==> src/common/serv_pkg.sv <==
`default_nettype none

package serv_pkg;

   localparam int XLEN = 32;
   localparam int REG_AW = 5;
   localparam logic [XLEN-1:0] RESET_PC = 32'h0000_0000;

   // Instruction classes kept by the core
   typedef enum logic [2:0] {
      OP_ALU_IMM,
      OP_ALU_REG,
      OP_LUI,
      OP_JAL,
      OP_BRANCH,
      OP_LOAD,
      OP_STORE,
      OP_ILLEGAL
   } op_e;

   typedef enum logic [2:0] {
      ALU_ADD,
      ALU_SUB,
      ALU_AND,
      ALU_OR,
      ALU_XOR
   } alu_op_e;

   typedef enum logic [2:0] {
      ST_FETCH,
      ST_RUN1,
      ST_MEM,
      ST_RUN2,
      ST_NEXT
   } state_e;

   typedef struct packed {
      op_e     op;
      alu_op_e alu_op;
      logic    use_imm;
      logic    rd_we;
      logic    two_pass;
      logic    bne;
      logic    mem_we;
   } decode_t;

   // Bit counter with its pass markers
   typedef struct packed {
      logic [$clog2(XLEN)-1:0] idx;
      logic                    first;
      logic                    last;
      logic                    en;
   } cnt_t;

endpackage

`default_nettype wire

==> src/design/serv_rf.sv <==
`timescale 1ns/1ps
`default_nettype none

module serv_rf (
   input  wire                        clk,
   input  wire                        i_arst_n,
   input  wire serv_pkg::cnt_t        i_cnt,
   input  wire [serv_pkg::REG_AW-1:0] i_rs1_addr,
   input  wire [serv_pkg::REG_AW-1:0] i_rs2_addr,
   input  wire [serv_pkg::REG_AW-1:0] i_rd_addr,
   input  wire                        i_we,
   input  wire                        i_rd,
   output logic                       o_rs1,
   output logic                       o_rs2
);

   logic [2**serv_pkg::REG_AW-1:0][serv_pkg::XLEN-1:0] regs;

   assign o_rs1 = regs[i_rs1_addr][i_cnt.idx];
   assign o_rs2 = regs[i_rs2_addr][i_cnt.idx];

   // x0 is never written so it stays at its reset value
   always_ff @(posedge clk or negedge i_arst_n) begin
      if (!i_arst_n)
         regs <= '0;
      else if (i_we && (i_rd_addr != '0))
         regs[i_rd_addr][i_cnt.idx] <= i_rd;
   end

endmodule

`default_nettype wire

==> src/serv/serv_alu.sv <==
`timescale 1ns/1ps
`default_nettype none

module serv_alu (
   input  wire                    clk,
   input  wire                    i_arst_n,
   input  wire serv_pkg::cnt_t    i_cnt,
   input  wire serv_pkg::decode_t i_dec,
   input  wire                    i_rs1,
   input  wire                    i_rs2,
   input  wire                    i_imm,
   output logic                   o_rd,
   output logic                   o_cmp
);

   logic a;
   logic b;
   logic b_inv;
   logic sub;
   logic cin;
   logic sum;
   logic carry;
   logic eq;

   // LUI bits in the rs1 field are not a register
   assign a     = i_rs1 && (i_dec.op != serv_pkg::OP_LUI);
   assign b     = i_dec.use_imm ? i_imm : i_rs2;
   assign sub   = (i_dec.alu_op == serv_pkg::ALU_SUB);
   assign b_inv = b ^ sub;
   assign cin   = i_cnt.first ? sub : carry;
   assign sum   = a ^ b_inv ^ cin;

   // Running equality, full word at cnt.last
   assign o_cmp = (i_cnt.first || eq) && (i_rs1 == i_rs2);

   always_comb begin
      case (i_dec.alu_op)
         serv_pkg::ALU_AND: o_rd = a & b;
         serv_pkg::ALU_OR:  o_rd = a | b;
         serv_pkg::ALU_XOR: o_rd = a ^ b;
         default:           o_rd = sum;
      endcase
   end

   always_ff @(posedge clk or negedge i_arst_n) begin
      if (!i_arst_n) begin
         carry <= 1'b0;
         eq    <= 1'b0;
      end else if (i_cnt.en) begin
         carry <= (a & b_inv) | ((a ^ b_inv) & cin);
         eq    <= o_cmp;
      end
   end

endmodule

`default_nettype wire

==> src/serv/serv_bufreg.sv <==
`timescale 1ns/1ps
`default_nettype none

module serv_bufreg (
   input  wire                       clk,
   input  wire                       i_arst_n,
   input  wire serv_pkg::cnt_t       i_cnt,
   input  wire                       i_en,
   input  wire                       i_rs1,
   input  wire                       i_imm,
   output logic [serv_pkg::XLEN-1:0] o_adr
);

   logic carry;
   logic cin;
   logic sum;

   assign cin = carry && !i_cnt.first;
   assign sum = i_rs1 ^ i_imm ^ cin;

   // rs1 + imm, LSB first, lands in the top bit
   always_ff @(posedge clk or negedge i_arst_n) begin
      if (!i_arst_n) begin
         carry <= 1'b0;
         o_adr <= '0;
      end else if (i_en && i_cnt.en) begin
         carry <= (i_rs1 & i_imm) | ((i_rs1 ^ i_imm) & cin);
         o_adr <= {sum, o_adr[serv_pkg::XLEN-1:1]};
      end
   end

endmodule

`default_nettype wire

==> src/serv/serv_ctrl.sv <==
`timescale 1ns/1ps
`default_nettype none

module serv_ctrl (
   input  wire                       clk,
   input  wire                       i_arst_n,
   input  wire serv_pkg::cnt_t       i_cnt,
   input  wire                       i_pc_en,
   input  wire                       i_take,
   input  wire                       i_imm,
   output logic [serv_pkg::XLEN-1:0] o_pc,
   output logic                      o_link
);

   logic four;
   logic addend;
   logic c_pc;
   logic c_link;
   logic cin_pc;
   logic cin_link;
   logic pc_sum;

   // Serial constant 4 has only bit 2 set
   assign four   = (i_cnt.idx == 2);
   assign addend = i_take ? i_imm : four;

   assign cin_pc   = c_pc && !i_cnt.first;
   assign cin_link = c_link && !i_cnt.first;
   assign pc_sum   = o_pc[0] ^ addend ^ cin_pc;
   assign o_link   = o_pc[0] ^ four ^ cin_link;

   always_ff @(posedge clk or negedge i_arst_n) begin
      if (!i_arst_n) begin
         o_pc   <= serv_pkg::RESET_PC;
         c_pc   <= 1'b0;
         c_link <= 1'b0;
      end else if (i_pc_en) begin
         c_pc   <= (o_pc[0] & addend) | ((o_pc[0] ^ addend) & cin_pc);
         c_link <= (o_pc[0] & four) | ((o_pc[0] ^ four) & cin_link);
         o_pc   <= {pc_sum, o_pc[serv_pkg::XLEN-1:1]};
      end
   end

endmodule

`default_nettype wire

==> src/serv/serv_decode.sv <==
`timescale 1ns/1ps
`default_nettype none

module serv_decode (
   input  wire                          clk,
   input  wire                          i_arst_n,
   input  wire [serv_pkg::XLEN-1:0]     i_ibus_rdt,
   input  wire                          i_ibus_ack,
   input  wire serv_pkg::cnt_t          i_cnt,
   output serv_pkg::decode_t            o_dec,
   output logic [serv_pkg::REG_AW-1:0]  o_rs1_addr,
   output logic [serv_pkg::REG_AW-1:0]  o_rs2_addr,
   output logic [serv_pkg::REG_AW-1:0]  o_rd_addr,
   output logic                         o_imm
);

   serv_pkg::decode_t         dec_nxt;
   logic [serv_pkg::XLEN-1:0] imm_nxt;
   logic [serv_pkg::XLEN-1:0] imm_sr;
   logic [31:0]               r;
   logic [2:0]                funct3;

   assign r      = i_ibus_rdt;
   assign funct3 = r[14:12];

   always_comb begin
      dec_nxt        = '0;
      dec_nxt.op     = serv_pkg::OP_ILLEGAL;
      dec_nxt.alu_op = serv_pkg::ALU_ADD;
      imm_nxt        = {{20{r[31]}}, r[31:20]};
      case (r[6:0])
         7'b0010011, 7'b0110011: begin
            dec_nxt.op      = r[5] ? serv_pkg::OP_ALU_REG : serv_pkg::OP_ALU_IMM;
            dec_nxt.use_imm = !r[5];
            dec_nxt.rd_we   = 1'b1;
            case (funct3)
               3'b000: dec_nxt.alu_op = (r[5] && r[30]) ? serv_pkg::ALU_SUB : serv_pkg::ALU_ADD;
               3'b100: dec_nxt.alu_op = serv_pkg::ALU_XOR;
               3'b110: dec_nxt.alu_op = serv_pkg::ALU_OR;
               3'b111: dec_nxt.alu_op = serv_pkg::ALU_AND;
               default: begin
                  // Shifts and compares not supported
                  dec_nxt.op    = serv_pkg::OP_ILLEGAL;
                  dec_nxt.rd_we = 1'b0;
               end
            endcase
         end
         7'b0110111: begin
            dec_nxt.op      = serv_pkg::OP_LUI;
            dec_nxt.use_imm = 1'b1;
            dec_nxt.rd_we   = 1'b1;
            imm_nxt         = {r[31:12], 12'h000};
         end
         7'b1101111: begin
            dec_nxt.op    = serv_pkg::OP_JAL;
            dec_nxt.rd_we = 1'b1;
            imm_nxt       = {{11{r[31]}}, r[31], r[19:12], r[20], r[30:21], 1'b0};
         end
         7'b1100011: begin
            imm_nxt = {{19{r[31]}}, r[31], r[7], r[30:25], r[11:8], 1'b0};
            if (funct3[2:1] == 2'b00) begin
               dec_nxt.op       = serv_pkg::OP_BRANCH;
               dec_nxt.two_pass = 1'b1;
               dec_nxt.bne      = funct3[0];
            end
         end
         7'b0000011: begin
            if (funct3 == 3'b010) begin
               dec_nxt.op       = serv_pkg::OP_LOAD;
               dec_nxt.rd_we    = 1'b1;
               dec_nxt.two_pass = 1'b1;
            end
         end
         7'b0100011: begin
            imm_nxt = {{20{r[31]}}, r[31:25], r[11:7]};
            if (funct3 == 3'b010) begin
               dec_nxt.op     = serv_pkg::OP_STORE;
               dec_nxt.mem_we = 1'b1;
            end
         end
         default: ;
      endcase
   end

   always_ff @(posedge clk or negedge i_arst_n) begin
      if (!i_arst_n)
         o_dec <= '0;
      else if (i_ibus_ack)
         o_dec <= dec_nxt;
   end

   // Immediate rotates so that a second pass sees it again
   always_ff @(posedge clk) begin
      if (i_ibus_ack) begin
         o_rs1_addr <= r[19:15];
         o_rs2_addr <= r[24:20];
         o_rd_addr  <= r[11:7];
         imm_sr     <= imm_nxt;
      end else if (i_cnt.en) begin
         imm_sr <= {imm_sr[0], imm_sr[serv_pkg::XLEN-1:1]};
      end
   end

   assign o_imm = imm_sr[0];

endmodule

`default_nettype wire

==> src/serv/serv_mem_if.sv <==
`timescale 1ns/1ps
`default_nettype none

module serv_mem_if (
   input  wire                       clk,
   input  wire                       i_arst_n,
   input  wire serv_pkg::cnt_t       i_cnt,
   input  wire                       i_en,
   input  wire                       i_rs2,
   input  wire [serv_pkg::XLEN-1:0]  i_dbus_rdt,
   input  wire                       i_dbus_ack,
   output logic [serv_pkg::XLEN-1:0] o_dat,
   output logic                      o_rd
);

   // One register for store data in and load data out
   always_ff @(posedge clk or negedge i_arst_n) begin
      if (!i_arst_n)
         o_dat <= '0;
      else if (i_dbus_ack)
         o_dat <= i_dbus_rdt;
      else if (i_en && i_cnt.en)
         o_dat <= {i_rs2, o_dat[serv_pkg::XLEN-1:1]};
   end

   assign o_rd = o_dat[0];

endmodule

`default_nettype wire

==> src/serv/serv_state.sv <==
`timescale 1ns/1ps
`default_nettype none

module serv_state (
   input  wire                   clk,
   input  wire                   i_arst_n,
   input  wire serv_pkg::decode_t i_dec,
   input  wire                   i_ibus_ack,
   input  wire                   i_dbus_ack,
   input  wire                   i_cmp,
   output serv_pkg::cnt_t        o_cnt,
   output serv_pkg::state_e      o_state,
   output logic                  o_ibus_cyc,
   output logic                  o_dbus_cyc,
   output logic                  o_pc_en,
   output logic                  o_take
);

   serv_pkg::state_e              state;
   logic [$clog2(serv_pkg::XLEN)-1:0] idx;
   logic                          primed;
   logic                          take_r;
   logic                          en;
   logic                          last;
   logic                          mem_op;
   logic                          branch;

   assign mem_op = (i_dec.op == serv_pkg::OP_LOAD) || (i_dec.op == serv_pkg::OP_STORE);
   assign branch = (i_dec.op == serv_pkg::OP_BRANCH);

   // First RUN1 cycle is the decode cycle, counter held
   assign en   = ((state == serv_pkg::ST_RUN1) && primed) || (state == serv_pkg::ST_RUN2);
   assign last = en && (idx == '1);

   assign o_cnt      = '{idx: idx, first: en && (idx == '0), last: last, en: en};
   assign o_state    = state;
   assign o_ibus_cyc = (state == serv_pkg::ST_FETCH);
   assign o_dbus_cyc = (state == serv_pkg::ST_MEM);

   // Branches write the PC in RUN2, everything else in RUN1
   assign o_pc_en = en && (branch ? (state == serv_pkg::ST_RUN2) : (state == serv_pkg::ST_RUN1));
   assign o_take  = (state == serv_pkg::ST_RUN2) ? take_r : (i_dec.op == serv_pkg::OP_JAL);

   always_ff @(posedge clk or negedge i_arst_n) begin
      if (!i_arst_n) begin
         state  <= serv_pkg::ST_FETCH;
         idx    <= '0;
         primed <= 1'b0;
         take_r <= 1'b0;
      end else begin
         if (en)
            idx <= idx + 1'b1;
         case (state)
            serv_pkg::ST_FETCH: begin
               primed <= 1'b0;
               if (i_ibus_ack)
                  state <= serv_pkg::ST_RUN1;
            end
            serv_pkg::ST_RUN1: begin
               primed <= 1'b1;
               if (last) begin
                  take_r <= i_cmp ^ i_dec.bne;
                  if (mem_op)
                     state <= serv_pkg::ST_MEM;
                  else if (i_dec.two_pass)
                     state <= serv_pkg::ST_RUN2;
                  else
                     state <= serv_pkg::ST_NEXT;
               end
            end
            serv_pkg::ST_MEM: begin
               if (i_dbus_ack)
                  state <= i_dec.two_pass ? serv_pkg::ST_RUN2 : serv_pkg::ST_NEXT;
            end
            serv_pkg::ST_RUN2: begin
               if (last)
                  state <= serv_pkg::ST_NEXT;
            end
            default: state <= serv_pkg::ST_FETCH;
         endcase
      end
   end

endmodule

`default_nettype wire

==> src/serv/serv_top.sv <==
`timescale 1ns/1ps
`default_nettype none

module serv_top (
   input  wire                       clk,
   input  wire                       i_arst_n,
   output logic [serv_pkg::XLEN-1:0] o_ibus_adr,
   output logic                      o_ibus_cyc,
   input  wire  [serv_pkg::XLEN-1:0] i_ibus_rdt,
   input  wire                       i_ibus_ack,
   output logic [serv_pkg::XLEN-1:0] o_dbus_adr,
   output logic [serv_pkg::XLEN-1:0] o_dbus_dat,
   output logic                      o_dbus_we,
   output logic                      o_dbus_cyc,
   input  wire  [serv_pkg::XLEN-1:0] i_dbus_rdt,
   input  wire                       i_dbus_ack
);

   serv_pkg::decode_t           dec;
   serv_pkg::cnt_t              cnt;
   serv_pkg::state_e            state;
   logic [serv_pkg::REG_AW-1:0] rs1_addr;
   logic [serv_pkg::REG_AW-1:0] rs2_addr;
   logic [serv_pkg::REG_AW-1:0] rd_addr;
   logic                        rs1;
   logic                        rs2;
   logic                        imm;
   logic                        rd;
   logic                        rd_en;
   logic                        cmp;
   logic                        pc_en;
   logic                        take;
   logic                        link;
   logic                        alu_rd;
   logic                        mem_rd;
   logic                        mem_op;
   logic                        fetch_ack;
   logic                        load_ack;

   assign mem_op    = (dec.op == serv_pkg::OP_LOAD) || (dec.op == serv_pkg::OP_STORE);
   assign fetch_ack = i_ibus_ack && o_ibus_cyc;
   assign load_ack  = i_dbus_ack && o_dbus_cyc && !dec.mem_we;
   assign o_dbus_we = dec.mem_we;

   always_comb begin
      case (dec.op)
         serv_pkg::OP_JAL:  rd = link;
         serv_pkg::OP_LOAD: rd = mem_rd;
         default:           rd = alu_rd;
      endcase
   end

   // Loads write rd from the second pass
   assign rd_en = dec.rd_we && cnt.en &&
                  ((dec.op == serv_pkg::OP_LOAD) ? (state == serv_pkg::ST_RUN2)
                                                  : (state == serv_pkg::ST_RUN1));

   serv_state u_state (
      .clk        (clk),
      .i_arst_n   (i_arst_n),
      .i_dec      (dec),
      .i_ibus_ack (i_ibus_ack),
      .i_dbus_ack (i_dbus_ack),
      .i_cmp      (cmp),
      .o_cnt      (cnt),
      .o_state    (state),
      .o_ibus_cyc (o_ibus_cyc),
      .o_dbus_cyc (o_dbus_cyc),
      .o_pc_en    (pc_en),
      .o_take     (take)
   );

   serv_decode u_decode (
      .clk        (clk),
      .i_arst_n   (i_arst_n),
      .i_ibus_rdt (i_ibus_rdt),
      .i_ibus_ack (fetch_ack),
      .i_cnt      (cnt),
      .o_dec      (dec),
      .o_rs1_addr (rs1_addr),
      .o_rs2_addr (rs2_addr),
      .o_rd_addr  (rd_addr),
      .o_imm      (imm)
   );

   serv_bufreg u_bufreg (
      .clk      (clk),
      .i_arst_n (i_arst_n),
      .i_cnt    (cnt),
      .i_en     (mem_op && (state == serv_pkg::ST_RUN1)),
      .i_rs1    (rs1),
      .i_imm    (imm),
      .o_adr    (o_dbus_adr)
   );

   serv_ctrl u_ctrl (
      .clk      (clk),
      .i_arst_n (i_arst_n),
      .i_cnt    (cnt),
      .i_pc_en  (pc_en),
      .i_take   (take),
      .i_imm    (imm),
      .o_pc     (o_ibus_adr),
      .o_link   (link)
   );

   serv_alu u_alu (
      .clk      (clk),
      .i_arst_n (i_arst_n),
      .i_cnt    (cnt),
      .i_dec    (dec),
      .i_rs1    (rs1),
      .i_rs2    (rs2),
      .i_imm    (imm),
      .o_rd     (alu_rd),
      .o_cmp    (cmp)
   );

   serv_mem_if u_mem_if (
      .clk        (clk),
      .i_arst_n   (i_arst_n),
      .i_cnt      (cnt),
      .i_en       (mem_op),
      .i_rs2      (rs2),
      .i_dbus_rdt (i_dbus_rdt),
      .i_dbus_ack (load_ack),
      .o_dat      (o_dbus_dat),
      .o_rd       (mem_rd)
   );

   serv_rf u_rf (
      .clk        (clk),
      .i_arst_n   (i_arst_n),
      .i_cnt      (cnt),
      .i_rs1_addr (rs1_addr),
      .i_rs2_addr (rs2_addr),
      .i_rd_addr  (rd_addr),
      .i_we       (rd_en),
      .i_rd       (rd),
      .o_rs1      (rs1),
      .o_rs2      (rs2)
   );

endmodule

`default_nettype wire
==> config.mk <==
export PLATFORM = sky130hd
export DESIGN_NAME = serv_top
export DESIGN_NICKNAME = d
export VERILOG_FILES = /design/src/common/serv_pkg.sv /design/src/design/serv_rf.sv /design/src/serv/serv_alu.sv /design/src/serv/serv_bufreg.sv /design/src/serv/serv_ctrl.sv /design/src/serv/serv_decode.sv /design/src/serv/serv_mem_if.sv /design/src/serv/serv_state.sv /design/src/serv/serv_top.sv
export SDC_FILE = /design/constraint.sdc
export NUM_CORES = 2
export LEC_CHECK = 0
export BUFFER_PORTS_ARGS = -buffer_cell sky130_fd_sc_hd__buf_2
export CORE_MARGIN = 2
export CORE_UTILIZATION = 55
export CTS_CLUSTER_DIAMETER = 200
export DETAILED_ROUTE_END_ITERATION = 8
export PLACE_DENSITY = 0.71
export SLEW_MARGIN = 20
export SYNTH_ARGS = -nofsm -noshare
export SYNTH_HDL_FRONTEND = slang
export SYNTH_SLANG_ARGS = --single-unit
==> constraint.sdc <==
create_clock -name clk -period 8.71 [get_ports clk]
set_input_delay 1.742 -clock clk [delete_from_list [all_inputs] [get_ports clk]]
set_output_delay 1.742 -clock clk [all_outputs]
set_load 0.02 [all_outputs]
==> summary.txt <==
Logic synthesis
  – Most frequent cells after synthesis: nor2_1 (2062), dfrtp_1 (1146), a21oi_1 (1062)
  – Register area share after synthesis: 0.4686
  – Synth Net Count: about 6.6k
  – Synth area leader: dfrtp_1
  – Post-Syn Area per Cell: between 9 and 10 µm²
  – Mapped Cells: 6496
  – Post-synth EDFFs: 47
  – Area contributors post-synth: dfrtp_1 (45%), mux4_2 (16%), nor2_1 (12%), a21oi_1 (8.3%), mux2i_1 (3.4%)
  – Post-synth ARST share: 0.9606
  – Netlist cell types: 73
  – Yosys Warn Count: 0
  – Yosys top cell area share: 0.4466
  – Primary FF master, synth: dfrtp_1
  – Most numerous cell in the Yosys netlist: nor2_1
  – Syn Std Cell Area: approximately 64000 µm²
  – Flops & latches, synth: 1193

Detailed routing
  – DRT iter0 DRCs: 8090
  – # DRC: 0
  – Drt via density: 6.713
  – Post-route ant nets: 0
  – DRT Wirelength: 219.9 mm
  – Wire per inst: 27.44 µm
  – Vias: approximately 54k
  – DRT Pass-1 Iters: 7

Timing
  – Hold slack: 0.4029 ns
  – Setup violators final: 0
  – Pins Over Slew Limit: 0
  – Final period util: 0.8764
  – Hold Vio Cnt, Final: 0
  – FMAX: around 130 MHz
  – Tmin final: between 7 and 8 ns
  – PnR worst setup slack: 1.077 ns
  – RSZ-0062 raised after global routing: no
  – Max Clock Skew: 0.03980 ns
  – Max_slew headroom: 0.1353
  – Fin Setup TNS: 0 ns
  – Least-Margin Pin Slew: 1.285 ns

Clock tree
  – Hold-fix buffers, CTS: 0
  – Post-CTS setup buffer count: 0
  – Post-CTS resize count: 0
  – CTS Sinks: around 1.2k
  – Clock Pin Slew Worst Setup and Hold Paths: around 0.060 ns
  – Skew-Pair Late Insertion Delay: approximately 0.78 ns
  – H-Tree Depth: 4
  – TritonCTS Buffers: 135
  – Clk buf depth: 3
  – CTS tree: done
  – CTS root buf: clkbuf_16

Die
  – Num ports: 167
  – Initial Utilization: 0.5533
  – Die H: 345.7 µm
  – Core area: 116000 µm²
  – Die width: 345.7 µm
  – Row cnt: between 100 and 150
  – Die Area: 119500 µm²

Worst setup path
  – Critical path startpoint category: flip-flop
  – WP data required: 9.32 ns
  – CP Class: flip-flop to flip-flop
  – Max Fanout on Critical Path: 63
  – Worst Reg-to-Reg Cells: 19
  – Critical path arrival: 8.24 ns
  – CP Capture Type: flip-flop

Cells and area
  – Layout cell share with drive strength beyond 1: 0.1749
  – Nets: 6459
  – Post-layout util: 0.6091
  – Area delta synth->final: 10.08%

GRT
  – Initial antenna violation count: 12
  – GRT Util Overall: 0.3641
  – Largest net degree at the start of global routing: about 170
  – First-pass GRT wire length: roughly 330 mm
  – Grt total ovfl: 0
  – Vias in the first global route: about 51k

Flow run
  – Max Cap Viol: 0

Power
  – Static Leak: 30.62 nW
  – Total power: 19.50 mW
  – Peak VDD IR: 487.7 µV
  – Pwr Density: 275.9 nW/µm²

Place
  – GP Congestion: 0.9335
  – I/O Buffers: 166
  – Dpl hpwl: 126.1 mm
  – Dpl ws: roughly 1.6 ns

Status
  – Outcome: completed

Min path
  – Hold path cells: 0
  – Hold Crit Class: flip-flop to flip-flop
## through the flow
step	std cells	instance area, µm²
finish	8014	70680
global route	8012	70680
CTS	8009	70630
detailed placement	7768	66060
global placement	7768	66050
floorplan	6496	64210
## routing by layer
metal	routed length, µm	track usage	part of all wire	vias to the layer above
met5	118	0	0.00054	-
met4	14050	0.2036	0.064	14
met3	29800	0.1162	0.14	890
met2	95810	0.5300	0.44	3784
met1	80130	0.4860	0.36	26353
li1	-	-	-	22758
## state kept, by name (all words and copies together), names as in the netlist
signal	cells
u_state.idx	5
u_rf.regs	1024
u_bufreg.o_adr	32
u_decode.o_rd_addr	5
u_alu.carry	1
u_ctrl.o_pc	32
u_alu.eq	1
u_state.primed	1
u_decode.o_rs2_addr	5
u_decode.imm_sr	32
u_ctrl.c_link	1
u_mem_if.o_dat	32
u_decode.o_rs1_addr	5
u_state.o_state	3
u_ctrl.c_pc	1
u_state.take_r	1
u_bufreg.carry	1
u_decode.o_dec	11
## worst max-delay path: stages, from the launching register on
cell and delay [ns]:
edfxtp_1 0.72, buf_4 0.52, nand2b_1 0.50, o311ai_0 0.76, a2111oi_0 0.29, a41oi_1 0.28
nand2_1 0.13, or4_1 0.50, or4b_1 0.78, or3_1 0.50, nand2_1 0.13, xor2_1 0.24
xnor2_1 0.15, ha_1 0.24, o21ai_0 0.27, o21ai_0 0.20, a41oi_4 0.23, buf_12 0.22
buf_4 0.56, a21oi_1 0.16
## final timing paths
path	startpoint	endpoint	slack (ns)
setup / recovery	u_decode.o_rs2_addr[4]$_DFFE_PP_	u_rf.regs[916]$_DFFE_PN0P_	1.08
hold / removal	u_rf.regs[29]$_DFFE_PN0P_	u_rf.regs[29]$_DFFE_PN0P_	0.40
setup reg to reg	u_decode.o_rs2_addr[4]$_DFFE_PP_	u_rf.regs[916]$_DFFE_PN0P_	1.08
hold reg to reg	u_rf.regs[29]$_DFFE_PN0P_	u_rf.regs[29]$_DFFE_PN0P_	0.40
max in group asynchronous	i_arst_n	u_ctrl.o_pc[8]$_DFFE_PN0P_	5.78
min in group asynchronous	i_arst_n	u_rf.regs[829]$_DFFE_PN0P_	0.99
## cells in the final DEF (no fill, tap or decap), types with 7 or more instances in the layout
cell type / n
edfxtp_1: 47
nor3b_1: 8
mux2i_1: 221
clkbuf_16: 142
a21oi_1: 1062
nand2b_1: 18
a31oi_1: 14
inv_1: 12
o31ai_1: 8
bufinv_16: 8
nand2_1: 208
mux4_2: 458
mux2_2: 91
and3_1: 11
buf_12: 27
buf_4: 112
nand3_1: 46
nand2_2: 31
nand2_4: 17
and2_1: 15
o22ai_1: 17
nor2_1: 2059
clkbuf_8: 34
nand4_1: 11
nor4_1: 17
a22oi_1: 127
dfrtp_1: 1146
a22o_1: 12
buf_2: 165
nor2b_1: 30
nor3_1: 18
clkinv_2: 20
a221oi_1: 20
clkbuf_1: 28
o21ai_0: 90
ha_1: 7
a211oi_1: 11
## layout make-up
type / instances / area, µm²
Antenna cell: 5 / 12.51
Clock buffer: 204 / 4126
Clock inverter: 37 / 446.7
Fill cell: 9268 / 45360
Inverter: 17 / 63.81
Multi-Input combinational cell: 4729 / 31820
Sequential cell: 1193 / 30090
Tap cell: 1524 / 1907
Timing Repair Buffer: 305 / 2222
## power breakdown
group          switching [mW]  leakage (nW)  total, mW  internal, mW
logic                    5.33          12.0       7.20          1.86
registers               0.345          16.3       6.40          6.05
clock network            2.40          2.26       5.91          3.51
## cell families after synthesis
| family | Yosys count | share of synthesized area |
|---|---|---|
| AND/OR/NAND/NOR | 2520 | 0.1547 |
| AO/OA/AOI/OAI | 1422 | 0.1226 |
| flip-flops | 1193 | 0.4686 |
| multiplexers | 770 | 0.2110 |
| buffers and inverters | 574 | 0.03985 |
| adder cells (fa/ha/maj) | 10 | 0.002299 |
| XOR/XNOR | 7 | 0.0009548 |
No activity file was read; power rests on OpenSTA's default activity.
